$ cat config.mk
export PLATFORM = sky130hd
export DESIGN_NAME = tie_break_lfsr
export DESIGN_NICKNAME = d
export VERILOG_FILES = /design/src/hv_geom_pkg.sv /design/src/vote_pkg.sv /design/src/tie_break_lfsr.sv
export SDC_FILE = /design/constraint.sdc
export NUM_CORES = 1
export LEC_CHECK = 0
export ABC_AREA = 1
export BUFFER_PORTS_ARGS = -buffer_cell sky130_fd_sc_hd__clkbuf_2
export CORE_MARGIN = 5
export CORE_UTILIZATION = 45
export DETAILED_ROUTE_END_ITERATION = 10
export PLACE_DENSITY = 0.79
export SYNTH_ARGS = -nofsm -noshare
export SYNTH_HDL_FRONTEND = slang
export SYNTH_SLANG_ARGS = --single-unit
$ cat constraint.sdc
create_clock -name clk -period 1.1 [get_ports clk]
set_clock_uncertainty 0.2 [all_clocks]
set_input_delay 0.275 -clock clk [delete_from_list [all_inputs] [get_ports clk]]
set_output_delay 0.275 -clock clk [all_outputs]
set_load 0.005 [all_outputs]
$ cat src/hv_geom_pkg.sv
`default_nettype none

package hv_geom_pkg;

    // one bit per dimension of a bipolar hypervector
    localparam int HV_DIM = 32;

    // encoder cores delivering one vector each per batch
    localparam int NUM_CORES = 32;

    // core index and remainder width
    // NUM_CORES is a power of two, so the remainder is the low bits of a count
    localparam int CORE_IDX_W = $clog2(NUM_CORES);

endpackage

`default_nettype wire

$ cat src/vote_pkg.sv
`default_nettype none

package vote_pkg;

    // largest bundle the sequencer accepts
    localparam int MAX_VECTORS = 255;

    // vector count width at the start interface
    localparam int VEC_CNT_W = $clog2(MAX_VECTORS + 1);

    // signed vote counter, holds +/-MAX_VECTORS with a bit to spare
    localparam int CNT_W = VEC_CNT_W + 2;

    // tie-break LFSR reset state and Galois feedback taps
    localparam logic [31:0] LFSR_SEED = 32'hACE1_2024;
    localparam logic [31:0] LFSR_TAPS = 32'h8020_0003;

endpackage

`default_nettype wire

$ cat src/tie_break_lfsr.sv
`timescale 1ns/1ps
`default_nettype none

module tie_break_lfsr (
    input  logic                           clk,
    input  logic                           reset,
    input  logic                           step,
    output logic [hv_geom_pkg::HV_DIM-1:0] tie_bits
);

    // galois form, shift right and fold taps in on a shifted-out one
    always_ff @(posedge clk) begin
        if (reset) begin
            tie_bits <= vote_pkg::LFSR_SEED;
        end else if (step) begin
            tie_bits <= {1'b0, tie_bits[hv_geom_pkg::HV_DIM-1:1]}
                      ^ ({hv_geom_pkg::HV_DIM{tie_bits[0]}} & vote_pkg::LFSR_TAPS);
        end
    end

    // held between steps so every dimension sees one bit for the whole bundle

endmodule

`default_nettype wire

==> metrics.csv <==
stage,metric,value,unit
yosys,Cells after Synth,147,
worst_setup_path,slowest library cell on the worst path,dfxtp_2,
clocking,CTS Sinks,32,
detailed_routing,initial DRC count,54,
cells_and_area,Largest regs,tie_bits: 32 flops,
clocking,CTS root buffer,clkbuf_4,
sta,Final period util,1.15,
detailed_routing,via/cell ratio,4.92,
global_routing,largest net degree at the start of global routing,24,
cells_and_area,share of cells above drive strength 1,0.536,
power_and_ir_drop,Seq pwr share,0.527,
cells_and_area,multi-input logic area,429,um^2
floorplanning,core area,2480,um^2
clocking,clk slew on worst S/H paths,0.10,ns
floorplanning,Die X,60.7,um
cells_and_area,area grow syn2layout,56.3,%
hold_path,Hold WC Path Type,in2reg,
sta,fin. max-slew vios,0,
yosys,library cells used by synthesis,14,
yosys,async set-or-reset flop fraction in the synthesized netlist,0,
worst_setup_path,Worst Path Required,0.62,ns
global_routing,antenna violations before repair,0,
global_routing,vias in the first global route,1013,
detailed_routing,DRT antenna net count,0,
worst_setup_path,critical path's top delay family,flip-flops,
clocking,CTS tree,built,
worst_setup_path,Worst path max stage delay,0.34,ns
floorplanning,initial core utilization,0.467,
yosys,"FF+latch count, synth",32,
detailed_routing,DR WL/cell,12.2,um
detailed_routing,vias,1231,
sta,hold_ws,0.0145,ns
global_routing,GRT Util Overall,0.166,
sta,fmax,789,MHz
worst_setup_path,worst-path cell chain,buf_6,
floorplanning,DIE AREA,3680,um^2
yosys,post-synthesis sequential area ratio,0.554,
status,failing checks,setup timing,
sta,setup violators final,33,
worst_setup_path,CP Capture Type,primary output,
power_and_ir_drop,Pleak,0.911,nW
cells_and_area,Largest register FFs,32,
cells_and_area,final net count,222,
placed_design,pre-CTS setup slack,-0.0468,ns
detailed_routing,router iterations before antenna repair,4,
worst_setup_path,Startpoint Class,flip-flop,
power_and_ir_drop,Pwr per Cell Area,1380,nW/um^2
placed_design,dpl hpwl,1820,um
clocking,H-tree Lvls,2,
power_and_ir_drop,share of power burned in the clock network,0.277,
floorplanning,Rows,18,
detailed_routing,DRT Wirelength,3040,um
power_and_ir_drop,Sw Ratio,0.262,
cells_and_area,Reg area,683,um^2
power_and_ir_drop,internal power,1.84,mW
clocking,Num CTS Buffers,5,
clocking,CTS Buffer Depth,2,
floorplanning,Die Span Y,60.7,um
sta,worst slew pin tran,0.207,ns
worst_setup_path,WS Path Type,reg2out,
yosys,cell taking the most area after synthesis,dfxtp_1,
cells_and_area,Filler cells,192,
yosys,Post-Syn Area per Cell,7.86,um^2
worst_setup_path,critical path peak fanout,2,
global_routing,first-pass GRT wire length,4390,um
yosys,Post-synth top flop,dfxtp_1,
flow_run,maxcap violations,0,
placed_design,# port buffers,34,
power_and_ir_drop,VDD IR max,1.15,mV
clocking,Worst-Skew Late Latency,0.33,ns
yosys,Synth Cell Area,1160,um^2
cells_and_area,Top reg by flops,tie_bits,
sta,final hold vios,0,
sta,setup ws final,-0.167,ns
yosys,top-area cell type share of the netlist area,0.554,
power_and_ir_drop,combinational share of power,0.196,
detailed_routing,# DRC,0,
yosys,"EDFF count, synth",0,
yosys,cell with the most instances after synthesis,nor2_1,
yosys,"top cells by count, synth","nor2_1 (40), dfxtp_1 (32), nand2_1 (24)",
yosys,yosys warns,0,
sta,minimum clock period,1.27,ns
placed_design,GP Congestion,0.769,
power_and_ir_drop,P_sw,650,uW
floorplanning,boundary pin count,35,
yosys,syn_nets,150,
worst_setup_path,CP Buf/Inv Count,1,
global_routing,total grt overflow,0,
sta,RSZ-0062 raised after global routing,true,
cells_and_area,# diodes,0,
status,status,finished with violations,
worst_setup_path,arrival time at the worst endpoint,0.79,ns
cells_and_area,"Core Util, Final",0.729,
yosys,Synth area leaders,"dfxtp_1 (55%), nor2_1 (13%), o21ai_0 (8.7%), nand2_1 (7.8%), nand3_1 (3.9%)",
sta,Slew headroom,0.860,
==> cell families (layout without fill, tap and decap cells) <==
logic type	after synthesis	count (layout)	share of synthesized area
AND/OR/NAND/NOR	74	74	0.252
flip-flops	32	32	0.554
AO/OA/AOI/OAI	26	26	0.119
buffers and inverters	15	88	0.0747
==> worst register-to-register path, cell delays in order (launching register included) <==
cell and delay (ns):
dfxtp_2 0.34, buf_4 0.12, buf_4 0.12, o21ai_1 0.11, nor2_1 0.05
==> path summary, 6_finish.rpt <==
path	start	to	slack [ns]	depth (start not counted)
worst max-delay path	tie_bits[19]	tie_bits[19]	-0.17	1
worst min register to register	tie_bits[28]	tie_bits[27]	0.29	2
worst max register to register	tie_bits[15]	tie_bits[15]	0.06	4
worst min-delay path	reset	tie_bits[22]	0.01	3
==> cell usage in the layout, fill, tap and decap left out, types with 2 or more instances in the layout <==
cell / instances
a21oi_1: 4
buf_12: 4
buf_4: 35
buf_6: 8
clkbuf_2: 26
clkbuf_4: 5
clkinv_2: 2
dfxtp_2: 31
inv_1: 3
inv_2: 3
nand2_1: 24
nand3_1: 9
nor2_1: 40
o21ai_0: 19
o21ai_1: 2
==> area by class of cell <==
type	instances	share of cell area
clock buffers	6	0.0284
clock inverters	2	0.00554
inverters	6	0.0125
multi-input cells	100	0.238
flip-flops and latches	32	0.378
well taps	30	0.0208
repair buffers	74	0.317
==> routing by layer <==
metal | wire, um | track usage | share of wire
met1 | 1190 | 0.178 | 0.39
met2 | 1580 | 0.275 | 0.52
met3 | 192 | 0.0787 | 0.063
met4 | 80 | 0.0774 | 0.026
met5 | 0 | 0 | 0
==> power groups by stage <==
stage / combinational, mW / sequential [mW] / clock, mW
global placement: 0.303 / 1.34 / 0
finish: 0.487 / 1.31 / 0.689
global route: 0.533 / 1.32 / 0.775
detailed placement: 0.313 / 1.34 / 0
floorplan: 0.157 / 1.34 / 0
CTS: 0.438 / 1.31 / 0.707
==> per-stage QoR <==
stage	power, mW	cell area, um^2	std cells	TNS, ns
2_1_floorplan	1.49	1160	147	0
3_3_place_gp	1.64	1410	210	-0.0539
3_5_place_dp	1.65	1410	210	-0.360
4_1_cts	2.45	1730	246	-5.33
5_1_grt	2.63	1810	250	-6.37
6_report	2.49	1810	250	-4.78
==> what timing repair did <==
action / 4_1_cts / 5_1_grt
gates resized for setup: 33 / 15
setup endpoints to repair: 32 / 33
setup buffers: 27 / 4
hold buffers: 1 / 0
endpoints found under the hold margin: 1 / 0
(Power assumes the default switching activity.)
