===== src/hv_geom_pkg.sv =====
`default_nettype none

package hv_geom_pkg;

    // one bit per dimension of a bipolar hypervector
    localparam int HV_DIM = 32;

    // encoder cores delivering one vector each per batch
    localparam int NUM_CORES = 32;

    // core index and remainder width
    // NUM_CORES is a power of two, so the remainder is the low bits of a count
    localparam int CORE_IDX_W = $clog2(NUM_CORES);

endpackage

`default_nettype wire


===== src/vote_pkg.sv =====
`default_nettype none

package vote_pkg;

    // largest bundle the sequencer accepts
    localparam int MAX_VECTORS = 255;

    // vector count width at the start interface
    localparam int VEC_CNT_W = $clog2(MAX_VECTORS + 1);

    // signed vote counter, holds +/-MAX_VECTORS with a bit to spare
    localparam int CNT_W = VEC_CNT_W + 2;

    // tie-break LFSR reset state and Galois feedback taps
    localparam logic [31:0] LFSR_SEED = 32'hACE1_2024;
    localparam logic [31:0] LFSR_TAPS = 32'h8020_0003;

endpackage

`default_nettype wire


===== src/bundle_sequencer.sv =====
`timescale 1ns/1ps
`default_nettype none

module bundle_sequencer (
    input  logic                               clk,
    input  logic                               reset,
    input  logic                               start,
    input  logic [vote_pkg::VEC_CNT_W-1:0]     vec_count,
    input  logic                               batch_valid,
    output logic                               busy,
    output logic                               update,
    output logic                               first_batch,
    output logic                               last_update,
    output logic                               get_fin,
    output logic                               stream_v,
    output logic [hv_geom_pkg::CORE_IDX_W-1:0] remainder
);

    typedef enum logic [2:0] {
        S_IDLE,
        S_RUN,
        S_GET,
        S_STREAM,
        S_DONE
    } seq_state_t;

    seq_state_t state;

    // batches still expected, at most ceil(MAX_VECTORS / NUM_CORES)
    logic [vote_pkg::VEC_CNT_W-hv_geom_pkg::CORE_IDX_W:0] batches_left;
    logic [vote_pkg::VEC_CNT_W:0]                         rounded_count;
    logic                                                 first_q;

    // vec_count + NUM_CORES - 1, upper bits give the batch total
    assign rounded_count = {1'b0, vec_count}
                         + {{(vote_pkg::VEC_CNT_W+1-hv_geom_pkg::CORE_IDX_W){1'b0}},
                            {hv_geom_pkg::CORE_IDX_W{1'b1}}};

    always_ff @(posedge clk) begin
        if (reset) begin
            state        <= S_IDLE;
            batches_left <= '0;
            remainder    <= '0;
            first_q      <= 1'b0;
        end else begin
            case (state)
                S_IDLE: begin
                    // an empty bundle has nothing to vote on
                    if (start && vec_count != '0) begin
                        state        <= S_RUN;
                        batches_left <= rounded_count[vote_pkg::VEC_CNT_W:hv_geom_pkg::CORE_IDX_W];
                        remainder    <= vec_count[hv_geom_pkg::CORE_IDX_W-1:0];
                        first_q      <= 1'b1;
                    end
                end
                S_RUN: begin
                    if (update) begin
                        first_q      <= 1'b0;
                        batches_left <= batches_left - 1'b1;
                        if (last_update) begin
                            state <= S_GET;
                        end
                    end
                end
                S_GET:    state <= S_STREAM;
                S_STREAM: state <= S_DONE;
                // result cycle, busy drops with hv_valid
                S_DONE:   state <= S_IDLE;
                default:  state <= S_IDLE;
            endcase
        end
    end

    // batch strobe only counts while collecting
    assign update      = batch_valid && (state == S_RUN);
    assign first_batch = first_q && (state == S_RUN);
    assign last_update = (state == S_RUN) && (batches_left == 1);
    assign get_fin     = (state == S_GET);
    assign stream_v    = (state == S_STREAM);
    assign busy        = (state != S_IDLE);

endmodule

`default_nettype wire


===== config.mk =====
export PLATFORM = sky130hd
export DESIGN_NAME = bundle_sequencer
export DESIGN_NICKNAME = d
export VERILOG_FILES = /design/src/hv_geom_pkg.sv /design/src/vote_pkg.sv /design/src/bundle_sequencer.sv
export SDC_FILE = /design/constraint.sdc
export NUM_CORES = 1
export LEC_CHECK = 0
export ABC_AREA = 1
export BUFFER_PORTS_ARGS = -buffer_cell sky130_fd_sc_hd__buf_4
export CAP_MARGIN = 20
export CELL_PAD_IN_SITES_DETAIL_PLACEMENT = 0
export CELL_PAD_IN_SITES_GLOBAL_PLACEMENT = 2
export CORE_UTILIZATION = 28
export DETAILED_ROUTE_END_ITERATION = 8
export PLACE_DENSITY = 0.85
export SKIP_LAST_GASP = 1
export SLEW_MARGIN = 20
export SYNTH_ARGS = -nofsm -noshare
export SYNTH_HDL_FRONTEND = slang
export SYNTH_SLANG_ARGS = --single-unit

===== constraint.sdc =====
create_clock -name clk -period 2.9 [get_ports clk]
set_input_delay 0.58 -clock clk [delete_from_list [all_inputs] [get_ports clk]]
set_output_delay 0.58 -clock clk [all_outputs]
set_load 0.01 [all_outputs]

==> run summary, run 1 <==
post-route ant nets: 0
num rows: 19
Max Freq: 513.6 MHz
vias per cell: 4.663
TNS Setup: 0 ns
antenna violations before repair: 0
Hold Path Class: register to register
cts repair resizes: 0
synthesized flop and latch total: 13
Die W: 55.98 um
Synth Cell Area: 815.8 um2
Area contributors post-synth: dfxtp_1, nand2_1, inv_1, nor2_1, nand3_1
clk buf depth: 2
vias in the first global route: 823
Static Leak: 0.5482 nW
Reg power frac: 38.7%
reg-to-reg slack, setup: 1.54 ns
Die Y-Extent: 55.98 um
Reg clk slew, reported paths: 0.09 ns
Worst slew margin: 82.69%
Max Cap Violations: 0
largest net degree at the start of global routing: 12
final period demand of the worst path: 1.947 ns
CP startpoint kind: register
Worst Tran Pin Value: 0.2569 ns
Gate power share: 40.3%
worst r2r path cells: 7
VDD IR max: 274.8 uV
Internal: 0.3473 mW
crit path from: state[1]
sequential element share of the synthesized area: 31.90%
Clock Latency Late Sink: 0.28 ns
RSZ-0062 raised after global routing: false
syn_nets: 140
cell taking the most area after synthesis: dfxtp_1
TritonCTS clock tree: built
Fin. Hold Viols: 0
FF-to-FF End: batches_left[3]
htree depth: 1
DRT Pass-1 Iters: 4
first-pass GRT wire length: 3443 um
Final GP Congestion: 0.7875
outcome: finished clean
area delta synth->final: 26.53%
PD cells: 542.1 nW/um2
Avg WL per Cell: 10.91 um
Clock power frac: 21.0%
RR Startpoint: state[2]
Critical Path End: update
hold path cells: 2
endpoint type of the worst setup path: primary output
syn_area_per_cell: 6.474 um2
Num CTS Buffers: 3
GR Overflow Total: 0
final setup vio count: 0
Initial Utilization: 29.58%
gr usage total: 14.15%
# diodes: 0
share of the synthesized area in the top cell type: 31.90%
Post-DP HPWL: 1569 um
worst-path fanout max: 7
WP data required: 2.32 ns
final net count: 165
Sink Count: 13
CTS Hold Bufs: 0
drt drc: 0
Net Switching: 0.2123 mW
switching part of the total power: 37.93%
layout cells sized above 1: 22.67%
Syn Inst Count: 126
Root Buffer: clkbuf_4
clock skew: 0.002346 ns
I/O pin total: 23
Post-CTS Repair Setup Buffers: 0
Crit Path Category: register to primary output
core box area: 2758 um2
Final period util: 67.14%
Hold WS: 0.4685 ns
Hold Path Origin: first_q
routed wire length: 1975 um
yosys warns: 0
die area: 3133 um2
max-slew violations: 0
DRT iter0 DRCs: 9
via count: 844
critical path arrival: 1.37 ns
PortBufs: 22
Yosys cell types: 23
-- stage by stage --
stage	std cells	area [um2]	worst slack (ns)	power [mW]	util [%]
finish	181	1032	0.9528	0.5596	37.43
global route	181	1032	0.8083	0.6097	37.43
CTS	181	1032	0.9443	0.5679	37.43
detailed placement	177	1005	1.182	0.4490	36.43
global placement	177	1005	1.176	0.4486	36.43
floorplan	126	815.8	1.444	0.3808	-
-- routing by layer --
metal / up-vias / global-route usage (%) / part of all wire [%]
met4: 0 / 7.317 / 2.2
li1: 448 / - / -
met2: 12 / 21.77 / 44
met3: 5 / 2.326 / 3.1
met5: - / 0 / 0
met1: 379 / 18.97 / 50
-- area by class of cell --
cell class              count  area (um2)
fillers                   314        1725
multi-input cells          88       454.2
flip-flops and latches     13       260.3
repair buffers             22       165.2
inverters                  23       86.33
well taps                  31       38.79
clock buffers               3       22.52
clock inverters             1       5.005
-- synth_stat cells --
library cell,count
clkbuf_1,1
a21oi_1,9
nand2_2,1
dfxtp_1,13
nor3_1,1
or2_2,1
nor2_1,17
inv_2,1
nand4_1,7
inv_1,22
o211ai_1,1
buf_6,1
nand2_4,1
nor2_2,1
or2_4,1
nand3_4,1
nand3_1,10
nor4_1,1
nor2_8,1
o21ai_0,2
nand2_1,30
xor2_1,1
ha_1,2
-- cells by family (layout without fill, tap and decap cells) --
logic type	count (synthesis)	in the layout	synth area share, %
and+or+nand+nor	73	73	43.87
xor gates and xnor gates	1	1	1.074
DFF	13	13	31.90
adders and majority gates	2	2	3.067
AOI/OAI and AO/OA	12	12	7.669
buffers and inverters	25	49	12.42
-- worst min path at each step --
stage,to,slack [ns]
6_report,first_q,0.47
5_1_grt,remainder[2],0.51
4_1_cts,first_q,0.47
3_5_place_dp,first_q,0.46
3_3_place_gp,remainder[3],0.45
2_1_floorplan,first_q,0.44
-- critical path, cell delays in order (launching register included) --
cell and delay [ns]:
dfxtp_1 0.37, nor2_1 0.16, nand2_2 0.12, inv_2 0.16, nand2_4 0.10, inv_1 0.06
buf_4 0.11
-- power by group through the flow --
| stage | combinational [mW] | sequential, mW | clock [mW] |
|---|---|---|---|
| final | 0.226 | 0.217 | 0.117 |
| after global routing | 0.260 | 0.221 | 0.129 |
| after CTS | 0.228 | 0.217 | 0.122 |
| after detailed placement | 0.228 | 0.221 | 0 |
| after global placement | 0.228 | 0.220 | 0 |
| after floorplan | 0.159 | 0.222 | 0 |
-- cells in the final DEF (no fill, tap or decap), drive strengths merged --
cell type  synthesis  layout
clkbuf             1       3
nand2             32      32
nor4               1       1
nand4              7       7
ha                 2       2
buf                1      22
nor3               1       1
clkinv             0       1
inv               23      23
a21oi              9       9
xor2               1       1
o21ai              2       2
nand3             11      11
o211ai             1       1
nor2              19      19
dfxtp             13      13
or2                2       2
-- registers in the layout (all words and copies together) (netlist names) --
register,count
batches_left,4
remainder,5
first_q,1
state,3
Note: power is estimated with default switching activity, not from simulation.
==> run 2, diff against run 1 <==
CORE_UTILIZATION = 26   (was 28)
PLACE_DENSITY = 0.8   (was 0.85)
clock period = 1.8 ns   (was 2.9 ns; I/O delays follow)
==> run summary, run 2 (synthesis results as in run 1) <==
max-slew violations: 0
Worst Path Buf+Inv: 3
CP startpoint kind: register
Fin. Hold Viols: 0
area delta synth->final: 26.69%
Worst slew margin: 82.60%
cell area after layout: 1033 um2
Max Freq: 592.9 MHz
Hold Path Class: input port to register
Crit Path Category: register to primary output
Num CTS Buffers: 3
biggest regs: remainder x5, batches_left x4, state x3
switching part of the total power: 38.14%
met1 usage: 19.65%
PortBufs: 22
CP max-delay cell: dfxtp_2
antenna violations before repair: 0
num rows: 19
Reg power frac: 38.8%
TNS Setup: 0 ns
post-route ant nets: 0
met2 usage: 19.87%
largest delay contributor family on the critical path: flip-flops
routed wire length: 2024 um
htree depth: 1
Post-DP HPWL: 1616 um
core box area: 2853 um2
final net count: 165
RSZ-0062 raised after global routing: false
Placed Area: 1005 um2
Final period util: 93.70%
most common cell after layout, fill and taps aside: nand2_1
Die W: 58.02 um
Final GP Congestion: 0.7243
busiest grt layer: met2
die area: 3366 um2
Post-CTS Repair Setup Buffers: 0
Worst Tran Pin Value: 0.2604 ns
Filler Cell Count: 322
critical path arrival: 1.33 ns
CP cell instances: nor2_1 > nand2_2 > inv_2 > nand2_4 > inv_1 > buf_4
max reg flops: 5
Die Y-Extent: 58.02 um
first-pass GRT wire length: 3512 um
outcome: complete, but fails checks
Placed Cells: 177
Hold WS: 0.3145 ns
via count: 820
Reg clk slew, reported paths: 0.09 ns
Sink Count: 13
# diodes: 0
most frequent cells in the layout: nand2_1, inv_1, buf_4
DRT iter0 DRCs: 19
Internal: 0.5602 mW
VDD IR max: 329.5 uV
fin cells: 181
WP data required: 1.44 ns
vias in the first global route: 794
endpoint type of the worst setup path: primary output
Root Buffer: clkbuf_4
TritonCTS clock tree: built
CTS Hold Bufs: 0
layout cells sized above 1: 23.33%
largest net degree at the start of global routing: 12
Largest stage delay, worst path: 0.37 ns
clk buf depth: 2
met3 usage: 3.571%
Avg WL per Cell: 11.18 um
final period demand of the worst path: 1.687 ns
Net Switching: 0.3453 mW
final setup vio count: 0
Max Cap Violations: 0
Initial Utilization: 28.60%
worst-path fanout max: 7
Clock power frac: 20.7%
GR Overflow Total: 0
I/O pin total: 23
clock skew: 0.001273 ns
gr usage total: 13.51%
drt drc: 1
Clock Latency Late Sink: 0.27 ns
failing checks: DRC
most flop-heavy register: remainder
Static Leak: 0.5486 nW
DRT Pass-1 Iters: 6
Gate power share: 40.5%
vias per cell: 4.530
Final Util: 36.23%
PD cells: 876.1 nW/um2
==> run 2: cell counts in the layout (fill, tap and decap cells not counted) <==
Identical to the previous run, type by type.
==> run 2: per-stage QoR <==
step	total power [mW]	setup WS, ns
2_1_floorplan	0.6135	0.5639
3_3_place_gp	0.7251	0.3194
3_5_place_dp	0.7266	0.2738
4_1_cts	0.9159	0.05698
5_1_grt	0.9881	0.01109
6_report	0.9055	0.1134
==> run 2: metal layers <==
metal	vias up	routed length (um)	share of wire [%]
met5	-	0	0
met4	0	12	0.59
met3	2	87	4.3
met2	15	829	41
met1	355	1094	54
li1	448	-	-
==> run 2: what timing repair did <==
item                       CTS  global route
hold endpoints to repair     0             0
gates resized for setup      0             1
setup endpoints to repair    0             1
==> run 2: cell type report <==
type | instances | area, um2 | area share [%]
sequential | 13 | 261.5 | 25.30
clock buffer | 3 | 22.52 | 2.179
tap | 31 | 38.79 | 3.753
inverter | 23 | 86.33 | 8.354
clock inverter | 1 | 5.005 | 0.4843
timing repair buffer | 22 | 165.2 | 15.98
multi-input combinational | 88 | 454.2 | 43.95
==> run 2: path summary, 6_finish.rpt <==
| check | startpoint | endpoint | slack [ns] | depth (start not counted) |
|---|---|---|---|---|
| setup / recovery | state[1] | update | 0.11 | 6 |
| hold / removal | reset | state[1] | 0.31 | 2 |
| setup reg to reg | state[2] | batches_left[3] | 0.41 | 7 |
| hold reg to reg | remainder[2] | remainder[2] | 0.47 | 2 |
==> run 2: power groups by stage <==
stage | clock [mW] | combinational, mW | sequential (mW)
final | 0.188 | 0.366 | 0.351
after global routing | 0.215 | 0.417 | 0.356
after CTS | 0.194 | 0.370 | 0.351
after detailed placement | 0 | 0.368 | 0.358
after global placement | 0 | 0.369 | 0.356
after floorplan | 0 | 0.256 | 0.358
